## src/hw/z80_dp_pkg.sv

```systemverilog
package z80_dp_pkg;

  //--------------------------------------------------------------------------
  // widths and sizes
  //--------------------------------------------------------------------------
  localparam int BYTE_W = 8;
  localparam int WORD_W = 16;

  // BC through PC
  localparam int NUM_PAIRS = 7;
  // only BC, DE and HL have shadow copies
  localparam int NUM_SHADOWED = 3;

  // one register half or one data bus value
  typedef logic [BYTE_W-1:0] byte_t;
  // one register pair or one address bus value
  typedef logic [WORD_W-1:0] word_t;

  //--------------------------------------------------------------------------
  // encodings
  //--------------------------------------------------------------------------
  // order matters, shadowed pairs sit at the lowest indices
  typedef enum logic [2:0] {
    PAIR_BC,
    PAIR_DE,
    PAIR_HL,
    PAIR_IX,
    PAIR_IY,
    PAIR_SP,
    PAIR_PC
  } pair_sel_t;

  // shared by the 8-bit and the 16-bit ALU
  typedef enum logic [1:0] {
    ALU_PASS = 2'd0,
    ALU_INC  = 2'd1,
    ALU_DEC  = 2'd2
  } alu_op_t;

  // internal data bus source
  // DSRC_EXT lets data_in through and leaves the pins undriven
  typedef enum logic [1:0] {
    DSRC_EXT = 2'd0,
    DSRC_REG = 2'd1,
    DSRC_A   = 2'd2,
    DSRC_ALU = 2'd3
  } data_src_t;

  // internal address bus source
  typedef enum logic [1:0] {
    ASRC_NONE = 2'd0,
    ASRC_PAIR = 2'd1,
    ASRC_ALU  = 2'd2
  } addr_src_t;

  //--------------------------------------------------------------------------
  // control word from the microsequencer, one per cycle
  //--------------------------------------------------------------------------
  typedef struct packed {
    logic      ld_byte;   // write one half from the data bus
    logic      ld_word;   // write a whole pair from the address bus
    pair_sel_t wr_pair;
    logic      wr_high;   // high half for byte writes
    pair_sel_t rd_pair;
    logic      rd_high;   // high half onto the data bus
    data_src_t data_src;
    addr_src_t addr_src;
    logic      ld_a;
    alu_op_t   alu_op;    // applies to both ALUs
    logic      exx;       // swap BC, DE, HL with their shadows
  } dp_ctrl_t;

  // write command for one pair
  typedef struct packed {
    logic wr_hi;
    logic wr_lo;
    logic word;
    logic exx;
  } pair_wr_t;

endpackage
```

## src/hw/accum_alu.sv

```systemverilog
`timescale 1ns/100ps

module accum_alu (
  input  logic                clk,
  input  logic                reset,
  input  logic                ld_a,
  input  z80_dp_pkg::alu_op_t alu_op,
  input  z80_dp_pkg::byte_t   data_int,
  output z80_dp_pkg::byte_t   a_value,
  output z80_dp_pkg::byte_t   alu8_result
);

  import z80_dp_pkg::*;

  byte_t a_q;

  //--------------------------------------------------------------------------
  // accumulator
  //--------------------------------------------------------------------------
  // loads only from the internal data bus
  // in-place inc and dec come back around through DSRC_ALU
  always_ff @(posedge clk) begin
    if (reset) begin
      a_q <= '0;
    end else if (ld_a) begin
      a_q <= data_int;
    end
  end

  assign a_value = a_q;

  //--------------------------------------------------------------------------
  // 8-bit ALU
  //--------------------------------------------------------------------------
  // wraps modulo 256, no flags kept
  always_comb begin
    case (alu_op)
      ALU_INC: alu8_result = a_q + 8'd1;
      ALU_DEC: alu8_result = a_q - 8'd1;
      default: alu8_result = a_q;
    endcase
  end

endmodule

```

## config.mk

```make
export PLATFORM = sky130hd
export DESIGN_NAME = accum_alu
export DESIGN_NICKNAME = d
export VERILOG_FILES = /design/src/hw/z80_dp_pkg.sv /design/src/hw/accum_alu.sv
export SDC_FILE = /design/constraint.sdc
export NUM_CORES = 1
export LEC_CHECK = 0
export ABC_AREA = 0
export ABC_CLOCK_PERIOD_IN_PS = 2170
export BUFFER_PORTS_ARGS = -buffer_cell sky130_fd_sc_hd__buf_4
export CORE_AREA = 2 2 50 52
export CTS_CLUSTER_SIZE = 12
export DETAILED_ROUTE_END_ITERATION = 10
export DIE_AREA = 0 0 52 54
export PLACE_DENSITY = 0.7
export SYNTH_ARGS = -nofsm -noshare
export SYNTH_HDL_FRONTEND = slang
export SYNTH_SLANG_ARGS = --single-unit
```

## constraint.sdc

```tcl
create_clock -name clk -period 2.17 [get_ports clk]
set_clock_uncertainty 0.05 [all_clocks]
set_input_delay 0.1085 -clock clk [delete_from_list [all_inputs] [get_ports clk]]
set_output_delay 0.1085 -clock clk [all_outputs]
set_load 0.02 [all_outputs]
```

==> key figures <==
Floorplanning
  – I/O pin count: 29
  – Die X: 52 um
  – Core ar.: 2320 sq um
  – # rows: 18
  – Die area: 2810 sq um
  – Initial Util: 0.391
  – Die Y: 54 um

Routing
  – DRT Pass-1 Iters: 4
  – Detail Route Antenna Nets: 0
  – Vias post-DR: 890
  – Drt total wl: 2020 um
  – 1st-iter DRT viols: 19
  – Vias per inst: 5.49
  – Drc violations: 0
  – WL/cell: 12.4 um

Logic synthesis
  – Simple-Gate Fraction of Synth Area: 0.283
  – Sequential area share after synthesis: 0.177
  – Syn Nets: 124
  – Mapped Cells: 108
  – Post-synth cell types: 51
  – Yosys warning count: 0
  – EDFF count, synth: 0
  – Post-synth top flop: dfxtp_1
  – Asr flop ratio synth: 0
  – XOR/XNOR Fraction of Synth Area: 0.0772
  – Mean Syn Cell Area: 8.40 sq um
  – Largest family of logic cells by synthesized area: simple AND/OR/NAND/NOR gates
  – Top post-synthesis cells by area: dfxtp_1 18%, mux2i_1 8.8%, nor2_1 5.8%
  – Top-area cell type share of the netlist area: 0.177
  – Mux contribution to synthesized area: 0.101
  – Yosys top cell by area: dfxtp_1
  – #FFs+latches synth: 8
  – Compound-Gate Fraction of Synth Area: 0.212
  – Synth Area in Adders: 0.0414
  – Synth Cell Area: 907 sq um

Power
  – Switch Pwr: 0.192 mW
  – Clk network pwr share: 0.211
  – Combinational share of power: 0.451
  – Switch share: 0.366
  – Pleak: 0.540 nW
  – Power density over the cells: 451 nW/um^2
  – Int Power: 0.334 mW
  – VDD IR-drop max: 0.342 mV
  – Reg power frac: 0.339

Worst setup path
  – CP Capture Type: primary output
  – CP arrival: 1.97 ns
  – FF-to-FF setup slack: 1.35 ns
  – Worst R2R Start: a_value[1]$_SDFFE_PP0P_
  – Critical Path RT: 2.01 ns
  – Reg2reg end: a_value[1]$_SDFFE_PP0P_
  – Critical path class: reg -> out
  – Startpoint types: flop
  – R2R depth: 3
  – Crit-path max FO: 4

Global route
  – GRT Total Usage: 0.162
  – Grt met1 use: 0.192
  – First-pass GRT wire length: 3460 um
  – Initial antenna violation count: 0
  – Grt met3 use: 0.0167
  – GR met2 Demand/Resource: 0.289
  – Vias in the first global route: 816
  – Pin count of the biggest net entering global routing: 19
  – GRT Max-Usage Layer: met2
  – Overflow after GRT: 0

Place
  – # port buffers: 28
  – Final GP Congestion: 0.797
  – Post-DP HPWL: 1550 um
  – Post-place instance area: 1110 sq um

Layout
  – Finished Cell Area: 1170 sq um
  – Most frequent cells in the layout: 32 x buf_4, 14 x nor2_1, 8 x mux2i_1
  – Max FFs per register: 8
  – Antenna diode count: 0
  – Layout area overhead: 28.6%
  – Most common cell after layout, fill and taps aside: buf_4
  – Final core utilization: 0.503
  – Final nets: 150
  – Share of cells above drive strength 1: 0.424

STA
  – Worst-Margin Slew: 0.489 ns
  – Slew Limit Fails: 0
  – Hold Slack: 0.0209 ns
  – Fin. Hold Viols: 0
  – Max-slew headroom: 0.674
  – F_max: 470 MHz
  – RSZ-0062 raised after global routing: true
  – Period utilisation layout: 0.980
  – Final worst path period need: 2.13 ns
  – Final setup TNS: 0 ns
  – Final setup vio count: 0

Clock network
  – CTS tree: built
  – Clock Sinks: 8
  – Num CTS Buffers: 3
  – Clk Latency, worst-skew pair: 0.25 ns
  – Clock transition at the registers of the reported paths: 0.05 ns
  – CTS max path bufs: 2
  – Post-CTS setup buffer count: 0
  – CTS H-tree depth: 1
  – Root Driver: clkbuf_4

Run status
  – Status: completed

Hold path
  – WHS Endpoint: a_value[2]$_SDFFE_PP0P_
  – Worst Hold Path Cells: 2
  – Worst min path class: in -> reg
  – Worst hold path startpoint: reset

Flow run
  – Maxcap violations: 0
## worst max-delay path, stage by stage (launching register included)
cell and delay [ns]:
dfxtp_2 0.33, xor2_1 0.16, ha_2 0.22, a21boi_4 0.18, o22ai_2 0.08, or2_4 0.28, a311oi_2 0.19, nand4_1 0.11
buf_4 0.17
## worst max-delay path by stage
stage	start	end	slack, ns	depth (start not counted)
6_report	a_value[1]$_SDFFE_PP0P_	alu8_result[6]	0.04	8
3_3_place_gp	alu_op[0]	alu8_result[6]	0.14	11
4_1_cts	a_value[1]$_SDFFE_PP0P_	alu8_result[6]	0.02	8
3_5_place_dp	alu_op[0]	alu8_result[6]	0.04	11
5_1_grt	a_value[1]$_SDFFE_PP0P_	alu8_result[6]	-0.08	8
2_1_floorplan	alu_op[0]	alu8_result[6]	0.04	11
## cell type report
type | instances | area [sq um]
clock buffers | 3 | 22.5
fillers | 224 | 1150
inverters | 5 | 18.8
multi-input cells | 84 | 682
flip-flops and latches | 8 | 165
well taps | 30 | 37.5
repair buffers | 32 | 240
## per-stage QoR
stage	power (mW)	instances	setup slack, ns
final	0.526	162	0.0424
after global placement	0.407	159	0.140
after floorplan	0.337	108	0.0429
after detailed placement	0.413	159	0.0415
after CTS	0.535	162	0.0173
after global routing	0.568	162	-0.0755
## cells in the mapped netlist (2+ instances only)
master	instances
inv_1	4
a21oi_1	5
mux2i_1	8
buf_6	4
xnor2_1	4
dfxtp_1	8
nor4_1	2
buf_2	3
nor2_1	14
a21o_1	2
nand2_1	3
a21oi_2	3
nand3_1	3
o22ai_1	2
ha_1	3
nand4_1	2
xor2_1	4
## cells by family after synthesis
family	Yosys count
multiplexers	9
flip-flops	8
AO/OA/AOI/OAI	23
AND/OR/NAND/NOR	41
XOR/XNOR	8
adder cells (fa/ha/maj)	3
buffers and inverters	16
## power groups by stage
stage | combinational (mW) | sequential (mW) | clock (mW)
finish | 0.237 | 0.178 | 0.111
global placement | 0.229 | 0.179 | 0
floorplan | 0.159 | 0.179 | 0
detailed placement | 0.234 | 0.179 | 0
global route | 0.259 | 0.180 | 0.129
CTS | 0.238 | 0.177 | 0.120
## per-layer routing
metal / vias up / share of wire / wire (um)
met3: 5 / 0.040 / 80
met2: 26 / 0.50 / 1000
met1: 415 / 0.45 / 899
met4: 0 / 0.017 / 34
li1: 444 / - / -
met5: - / 0 / 0
## what timing repair did
| item | in CTS | in global routing |
|---|---|---|
| pin swaps | 5 | 2 |
| resized for setup | 6 | 4 |
| endpoints found under the setup margin | 1 | 3 |
| hold buffers | 0 | 0 |
| hold endpoints to repair | 0 | 0 |
Power figures use the tool's default switching activity.
