==> src/hw/z80_dp_pkg.sv <==
package z80_dp_pkg;

  //--------------------------------------------------------------------------
  // widths and sizes
  //--------------------------------------------------------------------------
  localparam int BYTE_W = 8;
  localparam int WORD_W = 16;

  // BC through PC
  localparam int NUM_PAIRS = 7;
  // only BC, DE and HL have shadow copies
  localparam int NUM_SHADOWED = 3;

  // one register half or one data bus value
  typedef logic [BYTE_W-1:0] byte_t;
  // one register pair or one address bus value
  typedef logic [WORD_W-1:0] word_t;

  //--------------------------------------------------------------------------
  // encodings
  //--------------------------------------------------------------------------
  // order matters, shadowed pairs sit at the lowest indices
  typedef enum logic [2:0] {
    PAIR_BC,
    PAIR_DE,
    PAIR_HL,
    PAIR_IX,
    PAIR_IY,
    PAIR_SP,
    PAIR_PC
  } pair_sel_t;

  // shared by the 8-bit and the 16-bit ALU
  typedef enum logic [1:0] {
    ALU_PASS = 2'd0,
    ALU_INC  = 2'd1,
    ALU_DEC  = 2'd2
  } alu_op_t;

  // internal data bus source
  // DSRC_EXT lets data_in through and leaves the pins undriven
  typedef enum logic [1:0] {
    DSRC_EXT = 2'd0,
    DSRC_REG = 2'd1,
    DSRC_A   = 2'd2,
    DSRC_ALU = 2'd3
  } data_src_t;

  // internal address bus source
  typedef enum logic [1:0] {
    ASRC_NONE = 2'd0,
    ASRC_PAIR = 2'd1,
    ASRC_ALU  = 2'd2
  } addr_src_t;

  //--------------------------------------------------------------------------
  // control word from the microsequencer, one per cycle
  //--------------------------------------------------------------------------
  typedef struct packed {
    logic      ld_byte;   // write one half from the data bus
    logic      ld_word;   // write a whole pair from the address bus
    pair_sel_t wr_pair;
    logic      wr_high;   // high half for byte writes
    pair_sel_t rd_pair;
    logic      rd_high;   // high half onto the data bus
    data_src_t data_src;
    addr_src_t addr_src;
    logic      ld_a;
    alu_op_t   alu_op;    // applies to both ALUs
    logic      exx;       // swap BC, DE, HL with their shadows
  } dp_ctrl_t;

  // write command for one pair
  typedef struct packed {
    logic wr_hi;
    logic wr_lo;
    logic word;
    logic exx;
  } pair_wr_t;

endpackage
==> src/hw/reg_pair.sv <==
`timescale 1ns/100ps

module reg_pair #(
  parameter bit has_shadow = 1'b0
) (
  input  logic                 clk,
  input  logic                 reset,
  input  z80_dp_pkg::pair_wr_t wr,
  input  z80_dp_pkg::byte_t    data_int,
  input  z80_dp_pkg::word_t    addr_int,
  output z80_dp_pkg::word_t    value
);

  import z80_dp_pkg::*;

  // live halves
  byte_t hi_q;
  byte_t lo_q;

  // what the live word becomes on exx
  word_t swap_word;
  logic  do_swap;

  //--------------------------------------------------------------------------
  // shadow copy, only for BC, DE and HL
  //--------------------------------------------------------------------------
  generate
    if (has_shadow) begin : g_shadow
      word_t shadow_q;

      // shadow takes the live word while live takes the shadow
      always_ff @(posedge clk) begin
        if (reset) begin
          shadow_q <= '0;
        end else if (wr.exx) begin
          shadow_q <= {hi_q, lo_q};
        end
      end

      assign swap_word = shadow_q;
      assign do_swap   = wr.exx;

      // full exchange in a single edge
      a_exx_swap: assert property (@(posedge clk) disable iff (reset)
        wr.exx |=> (value == $past(shadow_q)) && (shadow_q == $past(value)));
    end else begin : g_no_shadow
      // exx has no effect here
      assign swap_word = '0;
      assign do_swap   = 1'b0;
    end
  endgenerate

  //--------------------------------------------------------------------------
  // live register
  //--------------------------------------------------------------------------
  always_ff @(posedge clk) begin
    if (reset) begin
      hi_q <= '0;
      lo_q <= '0;
    end else if (do_swap) begin
      {hi_q, lo_q} <= swap_word;
    end else if (wr.word) begin
      // PC and SP stepping comes in this way
      {hi_q, lo_q} <= addr_int;
    end else begin
      if (wr.wr_hi) hi_q <= data_int;
      if (wr.wr_lo) lo_q <= data_int;
    end
  end

  assign value = {hi_q, lo_q};

endmodule

==> config.mk <==
export PLATFORM = sky130hd
export DESIGN_NAME = reg_pair
export DESIGN_NICKNAME = d
export VERILOG_FILES = /design/src/hw/z80_dp_pkg.sv /design/src/hw/reg_pair.sv
export SDC_FILE = /design/constraint.sdc
export NUM_CORES = 1
export LEC_CHECK = 0
export ABC_AREA = 1
export BUFFER_PORTS_ARGS = -buffer_cell sky130_fd_sc_hd__buf_4
export CAP_MARGIN = 40
export CORE_MARGIN = 2
export CORE_UTILIZATION = 42
export DETAILED_ROUTE_END_ITERATION = 12
export PLACE_DENSITY = 0.85
export SLEW_MARGIN = 5
export SYNTH_ARGS = -nofsm -noshare
export SYNTH_HDL_FRONTEND = slang
export SYNTH_SLANG_ARGS = --single-unit
==> constraint.sdc <==
create_clock -name clk -period 0.9 [get_ports clk]
set_clock_uncertainty 0.05 [all_clocks]
set_input_delay 0.18 -clock clk [delete_from_list [all_inputs] [get_ports clk]]
set_output_delay 0.18 -clock clk [all_outputs]
set_load 0.1 [all_outputs]
==> impl_results.md, run 1 <==
* Hold Startpoint: addr_int[7]
* Part of the cycle the worst path needs at 1.177
* Crit-path leading delay family: flip-flops
* Cell variety after synth at 11
* Antenna diodes at 0
* Layout cells sized above 1 at 0.4337
* Clk sinks at 16
* Hold path depth at 5
* Post-DRT Antenna Nets at 0
* Initial Util at 0.4596
* Crit-path slowest cell: dfxtp_4
* FF-to-FF End: lo_q[2]
* Required time worst endpoint at 670 ps
* Hold_ws at 136.9 ps
* Core outline area at 1783 um2
* RSZ-0062 raised after global routing: true
* Hold buffers post-CTS at 0
* Clk_lat worst skew at 280 ps
* Fill count at 123
* Final GP Congestion at 0.7512
* Setup Viol. Count Final at 16
* CP endpoint kind: primary output
* Final worst slack at -159.7 ps
* Clock-pin slew of the registers on the worst-case setup and hold paths at 100 ps
* WP data arrival at 830 ps
* Crit path launch: hi_q[5]
* Crit start category: register
* Placed Area at 1212 um2
* CTS buffer count at 3
* Syn Area/Cell at 6.718 um2
* Setup CP Type: register to primary output
* Die Wd at 48.18 um
* Ports at 46
* Initial antenna violation count at 0
* Worst IR Drop VDD at 1.027 mV
* Detailed-route DRC error count at 0
* Hpwl dp at 1.607 mm
* Rows at 15
* GRT Util Overall at 0.2342
* Remaining global-route overflow at 0
* Commonest non-fill, non-tap cell in the layout: nand2_1
* Worst Tran Pin Value at 266.6 ps
* CP Max Fanout at 2
* Register-to-Register Path Depth at 4
* Sequential share of the synthesized area at 0.3908
* Final Max Slew Viols at 0
* Outcome: complete, but fails checks
* Fmax at 943.6 MHz
* Number of port buffers at 44
* Iteration-0 DRC Markers at 22
* Largest net degree at the start of global routing at 17
* Static Leak at 0.7619 nW
* CTS HTree Levels at 1
* Area growth syn-to-layout at 76.79%
* Synthesized instance count at 122
* Core Util, Final at 0.8126
* Routed vias/inst at 4.890
* Post-CTS setup buffer count at 0
* CTS root buf: clkbuf_4
* WP buf/inv at 1
* Post-route minimum period at 1060 ps
* Vias at 934
* Worst path cell trace: buf_12
* Drt first pass iters at 4
* Hold Vio Cnt, Final at 0
* DR WL/cell at 12.71 um
* Min-Delay Endpoint: lo_q[7]
* Max-cap check violation count at 0
* Final layout net count at 197
* Vias in the first global route at 881
* Post-Place Worst Slack at -71.94 ps
* Post-Syn Area at 819.5 um2
* Pwr dens at 1450 nW/um2
* Die height at 48.18 um
* Post-route cell area at 1449 um2
* Reg-to-Reg Start: lo_q[2]
* R2R setup slack at 130 ps
* CTS tree: yes
* Syn_nets at 152
* Hold Path Class: input port to register
* Total wire length at 2.427 mm
* Most frequent cells in the layout: 48 x nand2_1, 29 x nand3_1, 29 x buf_4
* Warnings from Yosys at 0
* Failing checks: negative setup slack
* Max-slew headroom at 0.8220
* Max Root-Sink Buffers at 2
* Yosys reg bits at 16
* First-pass GRT wire length at 3.877 mm
* Die area at 2321 um2
* CP peak stage delay at 380 ps
## registers in the layout, summed over array words and instances, names as in the netlist
register	count
hi_q	8
lo_q	8
## through the flow
step | instances | total power [mW] | setup TNS (ps)
3_5_place_dp | 187 | 1.484 | -683.6
3_3_place_gp | 187 | 1.476 | -323.6
5_1_grt | 191 | 2.180 | -2765
2_1_floorplan | 122 | 1.292 | -101.4
6_report | 191 | 2.100 | -2425
4_1_cts | 191 | 2.092 | -2439
## kinds of logic (layout without fill, tap and decap cells)
| kind of cell | count (synthesis) | count (layout) | synth area share |
|---|---|---|---|
| flops | 16 | 16 | 0.3908 |
| buf+inv | 24 | 68 | 0.1481 |
| simple gates | 82 | 82 | 0.4611 |
## cell usage after synthesis
master	count	area (um2)
inv_1	17	63.81
nor2_4	2	22.52
nand2_1	48	180.2
dfxtp_1	16	320.3
nand3_2	3	30.03
buf_4	3	22.52
buf_8	1	15.01
inv_2	1	3.750
buf_6	1	11.26
nand3_1	29	145.1
buf_2	1	5.000
## per-layer routing
layer | track usage | vias to the layer above | share of wire
li1 | - | 465 | -
met1 | 0.2886 | 434 | 0.38
met2 | 0.3974 | 29 | 0.54
met3 | 0.02593 | 6 | 0.056
met4 | 0.1243 | 0 | 0.021
met5 | 0 | - | 0
## worst max-delay path by stage
stage | cells past startpoint | to | slack, ps
floorplan | 4 | hi_q[3] | -100
global placement | 6 | hi_q[7] | -30
detailed placement | 6 | hi_q[5] | -70
CTS | 1 | value[11] | -160
global route | 1 | value[11] | -190
finish | 1 | value[13] | -160
## power breakdown
group,total (mW),switching [mW],internal [mW]
registers,0.793,0.0494,0.743
clock network,0.479,0.233,0.246
logic,0.828,0.506,0.322
## cell type report
type | count | area, um2 | share of cell area
clock buffer | 4 | 36.28 | 0.02504
tap | 25 | 31.28 | 0.02159
sequential | 16 | 377.9 | 0.2608
timing repair buffer | 46 | 558.0 | 0.3851
inverter | 18 | 67.56 | 0.04663
multi-input combinational | 82 | 377.9 | 0.2608
## timing repair
item	CTS	global route
hold endpoints to repair	0	0
resized for setup	48	0
pin swaps	0	0
setup endpoints to repair	16	16
cloned	0	0
No activity file was read; power rests on OpenSTA's default activity.
==> run 2, diff against run 1 <==
--- a/config.mk
+++ b/config.mk
@@ -12,6 +12,7 @@
 export CORE_UTILIZATION = 42
 export DETAILED_ROUTE_END_ITERATION = 12
 export PLACE_DENSITY = 0.85
+export REMOVE_ABC_BUFFERS = 1
 export SLEW_MARGIN = 5
 export SYNTH_ARGS = -nofsm -noshare
 export SYNTH_HDL_FRONTEND = slang
==> run 2 against run 1 <==
Effect of this change:
- the run still ends with negative setup slack left
- core utilization is 1.1 points lower
- sequential cell count stayed put
- wire length is 8.6% higher
- count of clock-buffer cells in the layout stayed put
- sequential power is 2.6% higher
- sequential share of layout area is 2.1 points lower
- combinational power is 2% higher
- first-iteration DRC count is 82% higher
- via count is 4.4% higher
- design area is 1.4% lower
- global-route usage is 1.5 points higher
- largest power group unchanged
- highest routed layer unchanged
==> impl_results.md, run 2 (synthesis gave the netlist of run 1 again) <==
* Worst IR Drop VDD at 0.9425 mV (-8.2%)
* Die area at 2321 um2 (unchanged)
* Worst path cell trace: buf_12
* Hold Path Class: input port to register
* Vias in the first global route at 886 (+0.57%)
* Vias at 975 (+4.4%)
* Die Wd at 48.18 um (unchanged)
* Post-route minimum period at 1072 ps (+12.43 ps)
* DR WL/cell at 13.66 um (+7.5%)
* Setup CP Type: register to primary output
* Remaining global-route overflow at 0 (unchanged)
* First-pass GRT wire length at 3.946 mm (+1.8%)
* Die height at 48.18 um (unchanged)
* Largest net degree at the start of global routing at 17 (unchanged)
* Max-cap check violation count at 0 (unchanged)
* Routed vias/inst at 5.052 (+3.3%)
* Static Leak at 0.7676 nW (+0.75%)
* GRT Util Overall at 0.2491 (+0.01483)
* CP peak stage delay at 370 ps (about the same)
* CTS root buf: clkbuf_4
* Crit-path slowest cell: dfxtp_2
* RSZ-0062 raised after global routing: true
* Setup Viol. Count Final at 17 (+1)
* Pwr dens at 1499 nW/um2 (+3.4%)
* Number of port buffers at 44 (unchanged)
* Antenna diodes at 0 (unchanged)
* Hold buffers post-CTS at 0 (unchanged)
* Core outline area at 1783 um2 (unchanged)
* Crit start category: register
* Final worst slack at -172.2 ps (-12.43 ps)
* Outcome: complete, but fails checks
* Final setup TNS at -2628 ps (-203.0 ps)
* Max Root-Sink Buffers at 2 (unchanged)
* Tot Pwr at 2.143 mW (+2.0%)
* Detailed-route DRC error count at 0 (unchanged)
* Biggest regs: hi_q: 8 flops, lo_q: 8 flops
* Total wire length at 2.636 mm (+8.6%)
* Drt first pass iters at 5 (+1)
* Most frequent cells in the layout: 48 x nand2_1, 31 x buf_4, 29 x nand3_1
* Ports at 46 (unchanged)
* Fmax at 932.7 MHz (-1.2%)
* WP data arrival at 840 ps (about the same)
* CP endpoint kind: primary output
* Final GP Congestion at 0.7580 (+0.91%)
* Failing checks: negative setup slack
* Post-Place Worst Slack at -83.18 ps (-11.23 ps)
* Final layout net count at 199 (+1.0%)
* Required time worst endpoint at 670 ps (about the same)
* Worst Tran Pin Value at 276.1 ps (+9.493 ps)
* Fill count at 114 (-7.3%)
* Clk_lat worst skew at 290 ps (about the same)
* Layout cells sized above 1 at 0.4405 (+0.006741)
* Commonest non-fill, non-tap cell in the layout: nand2_1
* Crit-path leading delay family: flip-flops
* Rows at 15 (unchanged)
* Initial Util at 0.4596 (unchanged)
* CTS tree: yes
* Initial antenna violation count at 0 (unchanged)
* Part of the cycle the worst path needs at 1.191 (+0.01381)
* Hold Vio Cnt, Final at 0 (unchanged)
* Clock-pin slew of the registers on the worst-case setup and hold paths at 100 ps (about the same)
* Final Max Slew Viols at 0 (unchanged)
* Post-DRT Antenna Nets at 0 (unchanged)
* Area growth syn-to-layout at 74.35%
* CTS HTree Levels at 1 (unchanged)
* CP Max Fanout at 2 (unchanged)
* Max-slew headroom at 0.8157 (-0.006339)
* Hpwl dp at 1.589 mm (-1.1%)
* Iteration-0 DRC Markers at 40 (+82%)
* CTS buffer count at 3 (unchanged)
* Clk sinks at 16 (unchanged)
* WP buf/inv at 1 (unchanged)
* Core Util, Final at 0.8014 (-0.01123)
==> run 2: area by class of cell <==
type	instances	area, um2	share of cell area
Timing Repair Buffer	48	573.1	0.4011
Multi-Input combinational cell	82	377.9	0.2644
Sequential cell	16	342.8	0.2399
Inverter	18	67.56	0.04729
Clock buffer	4	36.28	0.02539
Tap cell	25	31.28	0.02189
==> run 2: report_power, final <==
part           switching [mW]  internal [mW]  leakage, nW
logic                   0.515          0.328        0.609
clock network           0.239          0.247       0.0210
registers              0.0501          0.764        0.138
total                   0.804           1.34        0.768
==> run 2: worst paths after layout <==
kind,from,endpoint,slack (ps),cells past startpoint
max,lo_q[2],value[2],-170,1
min,addr_int[4],lo_q[4],130,5
max reg2reg,hi_q[4],hi_q[4],-20,5
min reg2reg,lo_q[5],lo_q[5],520,4
==> run 2: metrics by stage <==
stage                     cell area, um2  hold slack [ps]  std cells
final                               1429            126.7        193
after global routing                1429            138.3        193
after CTS                           1419            121.1        192
after detailed placement            1162            430.4        188
after global placement              1162            418.4        188
after floorplan                    765.7            329.7        116
==> run 2: metal layers <==
layer / part of all wire / global-route usage / wire [um] / up-vias
met1: 0.36 / 0.2964 / 942 / 427
met2: 0.53 / 0.4316 / 1384 / 67
li1: - / - / - / 470
met4: 0.032 / 0.1297 / 85 / 0
met3: 0.085 / 0.03333 / 224 / 11
met5: 0 / 0 / 0 / -
==> run 2: repair_timing <==
| item | 4_1_cts | 5_1_grt |
|---|---|---|
| endpoints found under the setup margin | 16 | 16 |
| gates resized for setup | 64 | 1 |
| setup buffers | 0 | 1 |
==> run 2: worst min-delay path: cells and delay by family <==
family,cells,cell delay (ps)
AND/OR/NAND/NOR,3,150
buffers and inverters,2,120
==> run 3, diff against run 2 <==
==> constraint.sdc (replaced) <==
create_clock -name clk -period 0.9 [get_ports clk]
set_clock_uncertainty 0.05 [all_clocks]
set_input_delay 0.18 -clock clk [delete_from_list [all_inputs] [get_ports clk]]
set_output_delay 0.18 -clock clk [all_outputs]
set_load 0.05 [all_outputs]
==> run 3 against run 2 <==
Effect of this change:
- the run still ends with negative setup slack left
- final cell count fell by 0.52%
- wire length fell by 12%
- total power fell by 12%
- non-clock buffer count fell by 1
- worst setup slack improved by 35 ps
- sequential cell count did not move
- critical path type unchanged
==> impl_results.md, run 3 (synthesis gave the netlist of run 1 again) <==
* Drt first pass iters at 4 (-1)
* Cell-internal power at 1.282 mW (-4.2%)
* Vias at 902 (-7.5%)
* Die area at 2321 um2 (unchanged)
* Clock-pin slew of the registers on the worst-case setup and hold paths at 100 ps (about the same)
* Final Max Slew Viols at 0 (unchanged)
* Iteration-0 DRC Markers at 23 (-43%)
* CTS root buf: clkbuf_4
* Static Leak at 0.7397 nW (-3.6%)
* CTS buffer count at 3 (unchanged)
* Post-CTS setup buffer count at 0 (unchanged)
* Setup Viol. Count Final at 16 (-1)
* Placed Area at 1162 um2 (unchanged)
* Hold Path Class: input port to register
* Clk sinks at 16 (unchanged)
* Reg power frac at 0.426 (+0.046)
* Clk pwr share at 0.259 (+0.032)
* Tot Pwr at 1.894 mW (-12%)
* First-pass GRT wire length at 3.553 mm (-10%)
* Most frequent cells in the layout: 48 x nand2_1, 30 x buf_4, 29 x nand3_1
* Routed vias/inst at 4.698 (-7.0%)
* CP peak stage delay at 370 ps (about the same)
* Hold_ws at 120.8 ps (-5.918 ps)
* Core outline area at 1783 um2 (unchanged)
* Final layout net count at 198 (-0.50%)
* Crit-path leading delay family: flip-flops
* Max-cap check violation count at 0 (unchanged)
* GRT Util Overall at 0.2185 (-0.03054)
* Crit start category: register
* Psw at 612.3 uW (-24%)
* Area growth syn-to-layout at 62.90%
* CP endpoint kind: primary output
* Post-DRT Antenna Nets at 0 (unchanged)
* DR WL/cell at 12.10 um (-11%)
* Layout cells sized above 1 at 0.4371 (-0.003350)
* Antenna diodes at 0 (unchanged)
* Largest net degree at the start of global routing at 17 (unchanged)
* Required time worst endpoint at 670 ps (about the same)
* Final GP Congestion at 0.7580 (unchanged)
* Ports at 46 (unchanged)
* Max Root-Sink Buffers at 2 (unchanged)
* Failing checks: negative setup slack
* Commonest non-fill, non-tap cell in the layout: nand2_1
* Initial Util at 0.4596 (unchanged)
* Vias in the first global route at 853 (-3.7%)
* Hold Vio Cnt, Final at 0 (unchanged)
* CTS HTree Levels at 1 (unchanged)
* Number of port buffers at 44 (unchanged)
* Remaining global-route overflow at 0 (unchanged)
* WP buf/inv at 1 (unchanged)
* CP Max Fanout at 2 (unchanged)
* Pwr dens at 1419 nW/um2 (-5.4%)
* Die height at 48.18 um (unchanged)
* Outcome: complete, but fails checks
* Max-slew headroom at 0.8215 (+0.005799)
* Initial antenna violation count at 0 (unchanged)
* Crit-path slowest cell: dfxtp_2
* Biggest regs: hi_q: 8 flops, lo_q: 8 flops
* Post-route minimum period at 1037 ps (-34.90 ps)
* Fmax at 964.1 MHz (+3.4%)
* Worst IR Drop VDD at 0.8362 mV (-11%)
* Worst Tran Pin Value at 267.4 ps (-8.685 ps)
* Rows at 15 (unchanged)
* Post-route cell area at 1335 um2 (-6.6%)
* Part of the cycle the worst path needs at 1.153 (-0.03877)
* CTS tree: yes
* Final worst slack at -137.3 ps (+34.90 ps)
* Clk_lat worst skew at 290 ps (about the same)
* Worst path cell trace: buf_8
* Die Wd at 48.18 um (unchanged)
* Setup CP Type: register to primary output
* Hpwl dp at 1.589 mm (unchanged)
* Combinational Power Share at 0.315 (-0.078)
* RSZ-0062 raised after global routing: true
* Hold buffers post-CTS at 0 (unchanged)
* WP data arrival at 810 ps (-30 ps)
* Total wire length at 2.324 mm (-12%)
* Switching Share at 0.3233 (-0.05202)
* Detailed-route DRC error count at 0 (unchanged)
[run 3: changes by cell type in the layout (fill, tap and decap cells not counted)]
cell and delta:
dfxtp_2 +1, buf_4 -1, dfxtp_4 -1, buf_8 +15, buf_12 -16, buf_6 +1
[run 3: path summary, 6_finish.rpt]
| check | from | endpoint | slack (ps) | depth (start not counted) |
|---|---|---|---|---|
| worst max-delay path | lo_q[2] | value[2] | -140 | 1 |
| worst min register to register | lo_q[5] | lo_q[5] | 510 | 4 |
| worst max register to register | lo_q[6] | lo_q[6] | 160 | 4 |
| worst min-delay path | addr_int[1] | lo_q[1] | 120 | 5 |
[run 3: through the flow]
| stage | cells | TNS [ps] | setup WS, ps | util |
|---|---|---|---|---|
| after floorplan | 116 | -1159 | -72.44 | - |
| after global placement | 188 | -359.7 | -42.46 | 0.6519 |
| after detailed placement | 188 | -793.5 | -83.18 | 0.6519 |
| after CTS | 192 | -2051 | -136.2 | 0.7256 |
| after global routing | 192 | -2407 | -160.8 | 0.7488 |
| final | 192 | -1995 | -137.3 | 0.7488 |
[run 3: repair_timing]
| item | in CTS | in global routing |
|---|---|---|
| setup endpoints to repair | 16 | 16 |
| endpoints found under the hold margin | 0 | 0 |
| gates resized for setup | 36 | 11 |
[run 3: cell type report]
| cell class | count | area [um2] |
|---|---|---|
| repair buffers | 47 | 481.7 |
| fillers | 135 | 447.9 |
| multi-input cells | 82 | 377.9 |
| flip-flops and latches | 16 | 340.3 |
| inverters | 18 | 67.56 |
| clock buffers | 4 | 36.28 |
| well taps | 25 | 31.28 |
[run 3: power groups by stage]
| stage | clock [mW] | sequential (mW) | combinational (mW) |
|---|---|---|---|
| 6_report | 0.491 | 0.806 | 0.597 |
| 5_1_grt | 0.529 | 0.812 | 0.639 |
| 4_1_cts | 0.499 | 0.799 | 0.571 |
| 3_5_place_dp | 0 | 0.795 | 0.530 |
| 3_3_place_gp | 0 | 0.794 | 0.522 |
| 2_1_floorplan | 0 | 0.956 | 0.125 |
[run 3: routing by layer]
metal,vias up,GRT usage,part of all wire
li1,466,-,-
met4,0,0.1189,0.019
met5,-,0,0
met3,5,0.02963,0.056
met2,38,0.3763,0.51
met1,393,0.2596,0.42
